`config.mk`:
```
export PLATFORM = sky130hd
export DESIGN_NAME = chime_overlay
export DESIGN_NICKNAME = d
export VERILOG_FILES = /design/src/logic/chime_pkg.sv /design/src/logic/chime_overlay.sv /design/src/logic/chime_rom.sv /design/src/logic/chime_sequencer.sv /design/src/logic/sample_mixer.sv /design/src/logic/tone_generator.sv
export SDC_FILE = /design/constraint.sdc
export NUM_CORES = 1
export LEC_CHECK = 0
export BUFFER_PORTS_ARGS = -buffer_cell sky130_fd_sc_hd__buf_2
export CORE_MARGIN = 2
export CORE_UTILIZATION = 50
export CTS_BUF_LIST = sky130_fd_sc_hd__clkbuf_2
export CTS_CLUSTER_SIZE = 25
export DETAILED_ROUTE_END_ITERATION = 7
export GPL_TIMING_DRIVEN = 0
export PLACE_DENSITY = 0.69
export SETUP_SLACK_MARGIN = 0.5
export SYNTH_ARGS = -nofsm -noshare
export SYNTH_HDL_FRONTEND = slang
export SYNTH_SLANG_ARGS = --single-unit
```
`constraint.sdc`:
```
create_clock -name clk -period 6 [get_ports clk]
set_input_delay 1.2 -clock clk [delete_from_list [all_inputs] [get_ports clk]]
set_output_delay 1.2 -clock clk [all_outputs]
set_load 0.05 [all_outputs]
```
`src/logic/chime_pkg.sv`:
```
package chime_pkg;

	// One codec sample, signed two's complement
	typedef logic signed [31:0] sample_t;

	// Left and right samples of one frame
	typedef struct packed {
		sample_t left;
		sample_t right;
	} stereo_t;

	// Tune pitch code, 0 is a rest
	typedef logic [2:0] pitch_t;

	// Saturation limits
	localparam sample_t SAMPLE_MAX = {1'b0, {($bits(sample_t) - 1){1'b1}}};
	localparam sample_t SAMPLE_MIN = {1'b1, {($bits(sample_t) - 1){1'b0}}};

	// Playback status of the sequencer
	typedef enum logic [1:0] {
		SEQ_IDLE   = 2'd0,
		SEQ_PLAY   = 2'd1,
		SEQ_FINISH = 2'd2
	} seq_state_t;

endpackage

```
`src/logic/chime_overlay.sv`:
```
`timescale 1ns/1ps

module chime_overlay import chime_pkg::*; #(
	parameter int      NUM_NOTES   = 16,
	parameter int      NOTE_CYCLES = 64,
	parameter int      BASE_HALF   = 4,
	parameter int      HALF_STEP   = 2,
	parameter sample_t TONE_LEVEL  = 10000000
) (
	input  logic    clk,
	input  logic    resetn,
	input  logic    start,
	input  logic    in_valid,
	input  stereo_t in_frame,
	output logic    out_valid,
	output stereo_t out_frame,
	output logic    playing,
	output logic    done
);

	localparam int ADDR_W = $clog2(NUM_NOTES);

	logic [ADDR_W-1:0] address;
	pitch_t            pitch;
	sample_t           tone;

	chime_sequencer #(
		.NUM_NOTES   (NUM_NOTES),
		.NOTE_CYCLES (NOTE_CYCLES)
	) i_chime_sequencer (
		.clk     (clk),
		.resetn  (resetn),
		.start   (start),
		.playing (playing),
		.done    (done),
		.address (address)
	);

	chime_rom #(
		.NUM_NOTES (NUM_NOTES)
	) i_chime_rom (
		.clk     (clk),
		.address (address),
		.pitch   (pitch)
	);

	// Silent whenever the sequencer is not playing
	tone_generator #(
		.BASE_HALF  (BASE_HALF),
		.HALF_STEP  (HALF_STEP),
		.TONE_LEVEL (TONE_LEVEL)
	) i_tone_generator (
		.clk     (clk),
		.resetn  (resetn),
		.playing (playing),
		.pitch   (pitch),
		.tone    (tone)
	);

	sample_mixer i_sample_mixer (
		.clk       (clk),
		.resetn    (resetn),
		.in_valid  (in_valid),
		.in_frame  (in_frame),
		.tone      (tone),
		.out_valid (out_valid),
		.out_frame (out_frame)
	);

endmodule

```
`src/logic/chime_rom.sv`:
```
`timescale 1ns/1ps

module chime_rom import chime_pkg::*; #(
	parameter int NUM_NOTES = 16
) (
	input  logic                         clk,
	input  logic [$clog2(NUM_NOTES)-1:0] address,
	output pitch_t                       pitch
);

	pitch_t table_pitch;

	// Tune table, rests marked by code 0
	always_comb begin
		case (address)
			0:       table_pitch = 3'd1;
			1:       table_pitch = 3'd3;
			2:       table_pitch = 3'd5;
			3:       table_pitch = 3'd0;
			4:       table_pitch = 3'd5;
			5:       table_pitch = 3'd3;
			6:       table_pitch = 3'd1;
			7:       table_pitch = 3'd0;
			8:       table_pitch = 3'd2;
			9:       table_pitch = 3'd4;
			10:      table_pitch = 3'd6;
			11:      table_pitch = 3'd7;
			12:      table_pitch = 3'd6;
			13:      table_pitch = 3'd4;
			14:      table_pitch = 3'd2;
			15:      table_pitch = 3'd0;
			default: table_pitch = 3'd0;
		endcase
	end

	// Synchronous read, one cycle behind the address
	always_ff @(posedge clk) begin
		pitch <= table_pitch;
	end

endmodule

```
`src/logic/chime_sequencer.sv`:
```
`timescale 1ns/1ps

module chime_sequencer import chime_pkg::*; #(
	parameter int NUM_NOTES   = 16,
	parameter int NOTE_CYCLES = 64
) (
	input  logic                         clk,
	input  logic                         resetn,
	input  logic                         start,
	output logic                         playing,
	output logic                         done,
	output logic [$clog2(NUM_NOTES)-1:0] address
);

	localparam int ADDR_W = $clog2(NUM_NOTES);
	localparam int CNT_W  = (NOTE_CYCLES > 1) ? $clog2(NOTE_CYCLES) : 1;

	seq_state_t       state;
	logic [CNT_W-1:0] note_cnt;
	logic             note_end;
	logic             last_note;

	assign note_end  = (note_cnt == CNT_W'(NOTE_CYCLES - 1));
	assign last_note = (address == ADDR_W'(NUM_NOTES - 1));

	always_ff @(posedge clk) begin
		if (!resetn) begin
			state    <= SEQ_IDLE;
			address  <= '0;
			note_cnt <= '0;
		end else begin
			case (state)
				// Finish also takes a start, playing is already low there
				SEQ_IDLE, SEQ_FINISH: begin
					address  <= '0;
					note_cnt <= '0;
					if (start) begin
						state <= SEQ_PLAY;
					end else begin
						state <= SEQ_IDLE;
					end
				end
				SEQ_PLAY: begin
					if (note_end) begin
						note_cnt <= '0;
						if (last_note) begin
							// Park on note 0 so the ROM is ready for the next start
							address <= '0;
							state   <= SEQ_FINISH;
						end else begin
							address <= address + 1'b1;
						end
					end else begin
						note_cnt <= note_cnt + 1'b1;
					end
				end
				default: begin
					state <= SEQ_IDLE;
				end
			endcase
		end
	end

	assign playing = (state == SEQ_PLAY);
	assign done    = (state == SEQ_FINISH);

endmodule

```
`src/logic/sample_mixer.sv`:
```
`timescale 1ns/1ps

module sample_mixer import chime_pkg::*; (
	input  logic    clk,
	input  logic    resetn,
	input  logic    in_valid,
	input  stereo_t in_frame,
	input  sample_t tone,
	output logic    out_valid,
	output stereo_t out_frame
);

	localparam int SAMPLE_W = $bits(sample_t);

	// One guard bit above the sample width
	typedef logic signed [SAMPLE_W:0] wide_t;

	wide_t   sum_left;
	wide_t   sum_right;
	stereo_t mixed;

	function automatic sample_t saturate(input wide_t value);
		sample_t result;
		// Top two bits differ only on overflow
		if (value[SAMPLE_W] != value[SAMPLE_W-1]) begin
			result = value[SAMPLE_W] ? SAMPLE_MIN : SAMPLE_MAX;
		end else begin
			result = value[SAMPLE_W-1:0];
		end
		return result;
	endfunction

	assign sum_left  = wide_t'(in_frame.left) + wide_t'(tone);
	assign sum_right = wide_t'(in_frame.right) + wide_t'(tone);

	always_comb begin
		mixed.left  = saturate(sum_left);
		mixed.right = saturate(sum_right);
	end

	always_ff @(posedge clk) begin
		if (!resetn) begin
			out_valid <= 1'b0;
		end else begin
			out_valid <= in_valid;
		end
	end

	// Frame only changes on a sample strobe
	always_ff @(posedge clk) begin
		if (in_valid) begin
			out_frame <= mixed;
		end
	end

endmodule

```
`src/logic/tone_generator.sv`:
```
`timescale 1ns/1ps

module tone_generator import chime_pkg::*; #(
	parameter int      BASE_HALF  = 4,
	parameter int      HALF_STEP  = 2,
	parameter sample_t TONE_LEVEL = 10000000
) (
	input  logic    clk,
	input  logic    resetn,
	input  logic    playing,
	input  pitch_t  pitch,
	output sample_t tone
);

	localparam int PITCH_TOP = 2 ** $bits(pitch_t) - 1;
	localparam int MAX_HALF  = BASE_HALF + PITCH_TOP * HALF_STEP;
	localparam int CNT_W     = (MAX_HALF > 1) ? $clog2(MAX_HALF + 1) : 1;

	logic [CNT_W-1:0] half_len;
	logic [CNT_W-1:0] half_cnt;
	logic             phase;
	pitch_t           last_pitch;
	logic             restart;

	// Cycles per half period for the current code
	assign half_len = CNT_W'(BASE_HALF) + CNT_W'(pitch) * CNT_W'(HALF_STEP);

	assign restart = !playing || (pitch != last_pitch);

	always_ff @(posedge clk) begin
		if (!resetn) begin
			half_cnt   <= '0;
			phase      <= 1'b1;
			last_pitch <= '0;
		end else begin
			last_pitch <= pitch;
			if (restart) begin
				// New note starts in the high phase
				half_cnt <= half_len - 1'b1;
				phase    <= 1'b1;
			end else if (half_cnt == '0) begin
				half_cnt <= half_len - 1'b1;
				phase    <= ~phase;
			end else begin
				half_cnt <= half_cnt - 1'b1;
			end
		end
	end

	always_comb begin
		if (!playing || pitch == '0) begin
			tone = '0;
		end else if (phase) begin
			tone = TONE_LEVEL;
		end else begin
			tone = -TONE_LEVEL;
		end
	end

endmodule
```
==> results_dict.tcl, run 1 <==
set metrics [dict create \
    end_kind "flop" \
    num_rows 46 \
    whs_ps 501 \
    gr-total-overflow 0 \
    synth_edf_count 64 \
    min_period_ps 5360 \
    drt_wl_total_um 25900 \
    synth_area_sq_um 8160 \
    grt_pass1_wl_um 41000 \
    ys_warn_count 0 \
    slew-limit-headroom_pct 38.0 \
    wire_per_inst_um 19.5 \
    hpwlAfterDp_um 19000 \
    async_flop_share_pct 0 \
    cts_made_buffers 9 \
    synth-seq-cells 89 \
    drt_iter0_markers 985 \
    start_kind "flop" \
    ir_drop_uv 138 \
    cp.required_ps 6440 \
    path_class "reg -> reg" \
    viasPerCell 6.23 \
    antenna_found_initial 2 \
    drv_slew 0 \
    grt_max_degree 66 \
    pin_count 135 \
    dieArea_sq_um 17400 \
    seqPwrFrac_pct 44.2 \
    nets 1191 \
    vias 8277 \
    synth_area_per_cell_sq_um 8.35 \
    timing.rr.start "i_chime_rom.pitch[0]$_DFF_P_" \
    portBuffers 116 \
    holdPathStages 1 \
    initial_core_util_pct 51.2 \
    r2r_slack_ps 640 \
    dr.pass1.iters 6 \
    syn-num-nets 1062 \
    p_int_mw 0.990 \
    syn_to_final_growth_pct 12.9 \
    worstPathArrival_ps 5800 \
    power.density_nw_per_um2 177 \
    leakage_nw 3.36 \
    grt_pass1_vias 7553 \
    clk_pin_slew_worst_paths_ps 240 \
    syn_inst 978 \
    final_area_sq_um 9220 \
    fill_cells 1544 \
    ant_nets 0 \
    place_area_sq_um 9010 \
    final_util_pct 57.8 \
    die_w_um 132 \
    switchingPower_mw 0.645 \
    sw_frac_of_total_pct 39.4 \
    min_from "i_tone_generator.half_cnt[0]$_SDFF_PN0_" \
    worstReg2RegEnd "i_sample_mixer.out_frame[15]$_DFFE_PP_" \
    numClockSinks 89 \
    rr_worst_depth 19 \
    track_usage_pct 29.4 \
    clock_path_buffers 2 \
    synthDistinctLibCells 93 \
    finalSetupViolCount 0 \
    place_congestion 0.944 \
    fin_skew_ps 89.5 \
    min_to "i_tone_generator.half_cnt[0]$_SDFF_PN0_" \
    hp-class "reg -> reg" \
    die_h_um 132 \
    rsz0062_at_grt "false" \
    ctsRootBufferMaster "clkbuf_2" \
    clock_latency_ps 670 \
    layout_commonest_cell "buf_2" \
    hold_buffers 0 \
    drive_gt1_share_pct 22.1 \
    outcome "complete, no violations" \
    final_cell_mix "136 x buf_2, 73 x xnor2_1, 70 x a21oi_1, 70 x nor2_1, 69 x o21ai_0" \
    worst-path-max-fanout 11 \
    fin_crit_sh_pct 89.3 \
    clock_power_share_pct 20.7 \
    htree_levels 3 \
    synth_seq_area_share_pct 29.7 \
    cap_violations 0 \
    synth_ff_type "edfxtp_1" \
    core-area_sq_um 15900 \
    drt_drc_violations_left 0 \
    combPwrFrac_pct 35.1 \
    fmax_mhz 187 \
    hold_viol 0 \
    tightest_slew_ps 930 \
    cts_tree "yes" \
]
==> power groups by stage <==
stage                     logic (mW)  clock network (mW)  registers (mW)
after floorplan                0.283                   0           0.869
after global placement         0.553                   0           0.737
after detailed placement       0.556                   0           0.738
after CTS                      0.559               0.348           0.724
after global routing           0.613               0.366           0.728
final                          0.573               0.338           0.723
==> cell usage after synthesis, types with 4 or more instances <==
master	n	area (sq um)
a211o_1	4	35.0
a211oi_1	5	37.5
a21boi_0	7	52.6
a21oi_1	70	350
a22oi_1	7	52.6
a311oi_1	5	43.8
a31oi_1	15	93.8
and2_1	20	125
and3_1	18	113
and4_1	4	35.0
buf_1	8	30.0
buf_2	19	95.1
buf_4	7	52.6
buf_6	5	56.3
clkbuf_1	53	199
dfxtp_1	25	500
edfxtp_1	64	1920
ha_1	16	200
inv_1	41	154
maj3_1	8	80.1
maj3_2	31	349
mux2i_1	5	50.1
nand2_1	59	221
nand2b_1	6	37.5
nand3_1	27	135
nand4_1	17	106
nor2_1	70	263
nor2b_1	10	62.6
nor3_1	28	140
nor4_1	16	100
nor4b_1	4	35.0
o2111ai_1	10	87.6
o211a_1	4	40.0
o211ai_1	11	82.6
o21a_1	8	60.1
o21ai_0	69	345
o21ai_1	4	20.0
o21bai_1	4	30.0
o22ai_1	11	68.8
o31a_1	4	35.0
o31ai_1	10	75.1
or2_2	8	50.1
or3_1	4	25.0
xnor2_1	73	639
xor2_1	8	70.1
==> worst max-delay path by stage <==
| stage | slack, ps | start | to |
|---|---|---|---|
| floorplan | 1590 | i_chime_rom.pitch[0]$_DFF_P_ | i_sample_mixer.out_frame[25]$_DFFE_PP_ |
| global placement | -290 | i_chime_rom.pitch[0]$_DFF_P_ | i_sample_mixer.out_frame[8]$_DFFE_PP_ |
| detailed placement | -210 | i_chime_rom.pitch[0]$_DFF_P_ | i_sample_mixer.out_frame[5]$_DFFE_PP_ |
| CTS | 550 | i_chime_rom.pitch[0]$_DFF_P_ | i_sample_mixer.out_frame[5]$_DFFE_PP_ |
| global route | 450 | i_chime_rom.pitch[0]$_DFF_P_ | i_sample_mixer.out_frame[22]$_DFFE_PP_ |
| finish | 640 | i_chime_rom.pitch[0]$_DFF_P_ | i_sample_mixer.out_frame[15]$_DFFE_PP_ |
==> registers in the layout (all words and copies together) (netlist names) <==
| name | flops |
|---|---|
| i_sample_mixer.out_valid | 1 |
| i_chime_sequencer.state | 2 |
| i_chime_sequencer.note_cnt | 6 |
| i_tone_generator.last_pitch | 3 |
| i_sample_mixer.out_frame | 64 |
| i_chime_rom.pitch | 3 |
| i_chime_sequencer.address | 4 |
| i_tone_generator.half_cnt | 5 |
| i_tone_generator.phase | 1 |
==> repair_timing <==
action,4_1_cts,5_1_grt
gates resized for setup,9,9
setup endpoints to repair,62,62
setup buffers,0,2
pin swaps,0,2
==> cells by family after synthesis <==
kind of cell | Yosys count | synth area share [%]
xor gates and xnor gates | 81 | 8.69
and+or+nand+nor | 305 | 19.5
muxes | 7 | 1.03
buffers and inverters | 136 | 7.34
adders and majority gates | 55 | 7.71
AOI/OAI and AO/OA | 305 | 26.1
DFF | 89 | 29.7
==> layer usage <==
layer	vias to the layer above	GRT usage [%]	wire length [um]
li1	3894	-	-
met5	-	1.39	0
met2	500	44.2	11200
met1	3828	41.4	11100
met4	0	9.06	586
met3	55	7.46	3020
==> critical path, stage by stage, from the launching register on <==
cell	delay [ps]
dfxtp_1	460
inv_1	90
ha_1	240
nand2b_1	100
nand2_1	70
inv_1	200
buf_2	360
clkbuf_2	380
clkbuf_4	350
ha_1	340
ha_2	340
and3_1	230
a221oi_4	80
a21boi_2	320
a311oi_1	180
o41ai_2	670
nand4_1	200
buf_4	200
clkbuf_2	220
o21ai_0	150
==> through the flow <==
stage / total power, mW / instances / setup TNS, ps / setup WS [ps]
final: 1.64 / 1328 / 0 / 645
after global routing: 1.71 / 1328 / 0 / 446
after CTS: 1.63 / 1325 / 0 / 547
after detailed placement: 1.29 / 1310 / -4290 / -211
after global placement: 1.29 / 1310 / -5720 / -287
after floorplan: 1.15 / 978 / 0 / 1590
==> layout make-up <==
class,instances,area (sq um),area share [%]
plain buffers,93,448,4.86
repair buffers,118,598,6.49
clock inverters,6,72.6,0.788
well taps,216,270,2.93
inverters,43,161,1.75
clock buffers,9,45.0,0.489
flip-flops and latches,89,2420,26.3
diodes,1,2.50,0.0272
multi-input cells,753,5190,56.4
No activity file was read; power rests on OpenSTA's default activity.
==> inputs of run 2 (changes only) <==
--- a/config.mk
+++ b/config.mk
@@ -6,6 +6,7 @@
 export NUM_CORES = 1
 export LEC_CHECK = 0
 export BUFFER_PORTS_ARGS = -buffer_cell sky130_fd_sc_hd__buf_2
+export CORE_ASPECT_RATIO = 1.25
 export CORE_MARGIN = 2
 export CORE_UTILIZATION = 50
 export CTS_BUF_LIST = sky130_fd_sc_hd__clkbuf_2
==> results_dict.tcl, run 2 (synthesized netlist as in run 1, its figures left out) <==
set metrics [dict create \
    fill_cells 1554 \
    p_total_mw 1.65 \
    path_class "reg -> reg" \
    nets 1190 \
    pin_count 135 \
    worstPathArrival_ps 5720 \
    die_w_um 118 \
    min_period_ps 5250 \
    place_congestion 0.959 \
    crit_slowest_cell "dfxtp_1" \
    ctsRootBufferMaster "clkbuf_2" \
    final_cell_mix "137 x buf_2, 73 x xnor2_1, 70 x a21oi_1, 70 x nor2_1, 68 x o21ai_0" \
    ant_nets 0 \
    fin_skew_ps 58.7 \
    fmax_mhz 191 \
    leakage_nw 3.37 \
    drv_slew 0 \
    gr-total-overflow 0 \
    viasPerCell 6.13 \
    final_area_sq_um 9200 \
    drt_iter0_markers 926 \
    hp-class "reg -> reg" \
    reg.largest.list "i_sample_mixer.out_frame (64), i_chime_sequencer.note_cnt (6), i_tone_generator.half_cnt (5)" \
    hold_viol 0 \
    drt_drc_violations_left 0 \
    clock_path_buffers 2 \
    slew-limit-headroom_pct 43.5 \
    cp.required_ps 6480 \
    syn_to_final_growth_pct 12.7 \
    drive_gt1_share_pct 22.1 \
    rsz0062_at_grt "false" \
    top_layer "met4" \
    ir_drop_uv 91.3 \
    largest_register_ffs 64 \
    dr.pass1.iters 5 \
    power.density_nw_per_um2 179 \
    dp_slack_ps -58.7 \
    worst_slack_ps 752 \
    start_kind "flop" \
    dr_wl_met2_um 12200 \
    drt_wl_total_um 25800 \
    worst_path_most_repeated_cell "ha_1" \
    antenna_found_initial 1 \
    worst-path-max-fanout 11 \
    grt_max_degree 66 \
    core-area_sq_um 16100 \
    initial_core_util_pct 50.8 \
    wl_met3_um 2250 \
    portBuffers 116 \
    layout_commonest_cell "buf_2" \
    place_area_sq_um 9010 \
    path_cells "inv_1 > ha_1 > nand2b_1 > nand2_1 > inv_1 > buf_2 > clkbuf_2 > clkbuf_4 > ha_1 > ha_1 > nand3_1 > o22ai_1 > a22oi_1 > a2111oi_4 > o22ai_2 > o41a_1 > a221o_1 > maj3_2" \
    numClockSinks 89 \
    htree_levels 3 \
    clock_latency_ps 660 \
    wire_per_inst_um 19.4 \
    cap_violations 0 \
    end_kind "flop" \
    wl_met1_um 10600 \
    path_delay_family "compound AO/OA/AOI/OAI gates" \
    outcome "complete, no violations" \
    grt_pass1_vias 7484 \
    finalSetupViolCount 0 \
    cts_made_buffers 9 \
    cp_num_buf_inv 5 \
    critPathMaxStageDelay_ps 470 \
    regMostFlops "i_sample_mixer.out_frame" \
    grt_pass1_wl_um 39900 \
    fin_crit_sh_pct 87.5 \
    dieArea_sq_um 17400 \
    vias 8137 \
    hpwlAfterDp_um 19300 \
    num_rows 52 \
    tightest_slew_ps 848 \
    die_h_um 147 \
    cts_tree "yes" \
    clk_pin_slew_worst_paths_ps 320 \
    track_usage_pct 28.8 \
]
run 2: cell count changes in the layout (fill, tap and decap cells not counted), sizes merged:
cell	change
inv	+1
clkbuf	-1
run 2: what timing repair did:
| action | in CTS | in global routing |
|---|---|---|
| setup endpoints to repair | 62 | 61 |
| resized for setup | 8 | 12 |
| hold buffers | 0 | 0 |
| pin swaps | 0 | 0 |
| setup buffers | 0 | 1 |
run 2: per-layer routing:
metal / vias up / GRT usage [%]
li1: 3886 / -
met1: 3766 / 37.4
met2: 418 / 48.0
met3: 67 / 5.16
met4: 0 / 10.7
met5: - / 0
run 2: final timing paths:
path	slack, ps	cells past startpoint	to	from
hold reg to reg	500	1	i_tone_generator.half_cnt[0]$_SDFF_PN0_	i_tone_generator.half_cnt[0]$_SDFF_PN0_
setup reg to reg	750	18	i_sample_mixer.out_frame[25]$_DFFE_PP_	i_chime_rom.pitch[0]$_DFF_P_
hold / removal	500	1	i_tone_generator.half_cnt[0]$_SDFF_PN0_	i_tone_generator.half_cnt[0]$_SDFF_PN0_
setup / recovery	750	18	i_sample_mixer.out_frame[25]$_DFFE_PP_	i_chime_rom.pitch[0]$_DFF_P_
run 2: where the power goes:
group	total [mW]	leakage [nW]	internal, mW	switching (mW)
logic	0.574	2.46	0.179	0.395
clock network	0.351	0.0758	0.106	0.245
registers	0.723	0.829	0.711	0.0121
run 2: worst register-to-register path: cells and delay by family (launching register included):
family | cells | cell delay (ps)
fa+ha+maj | 4 | 1260
simple gates | 3 | 400
compound gates | 6 | 1630
buf+inv | 5 | 1370
flops | 1 | 470
run 2: area by class of cell:
cell class	instances	area, sq um	share of cell area (%)
multi-input cells	753	5170	56.2
flip-flops and latches	89	2420	26.3
inverters	43	161	1.75
plain buffers	93	449	4.88
diodes	1	2.50	0.0272
clock inverters	7	83.8	0.911
clock buffers	9	45.0	0.490
well taps	216	270	2.94
repair buffers	117	591	6.42
run 2: metrics by stage:
stage | util [%] | setup TNS [ps] | instances | hold slack (ps)
after global routing | 57.2 | 0 | 1328 | 530
after CTS | 57.1 | 0 | 1326 | 502
after floorplan | - | 0 | 978 | 440
after global placement | 56.1 | -4.29 | 1310 | 464
final | 57.2 | 0 | 1328 | 496
after detailed placement | 56.1 | -324 | 1310 | 474
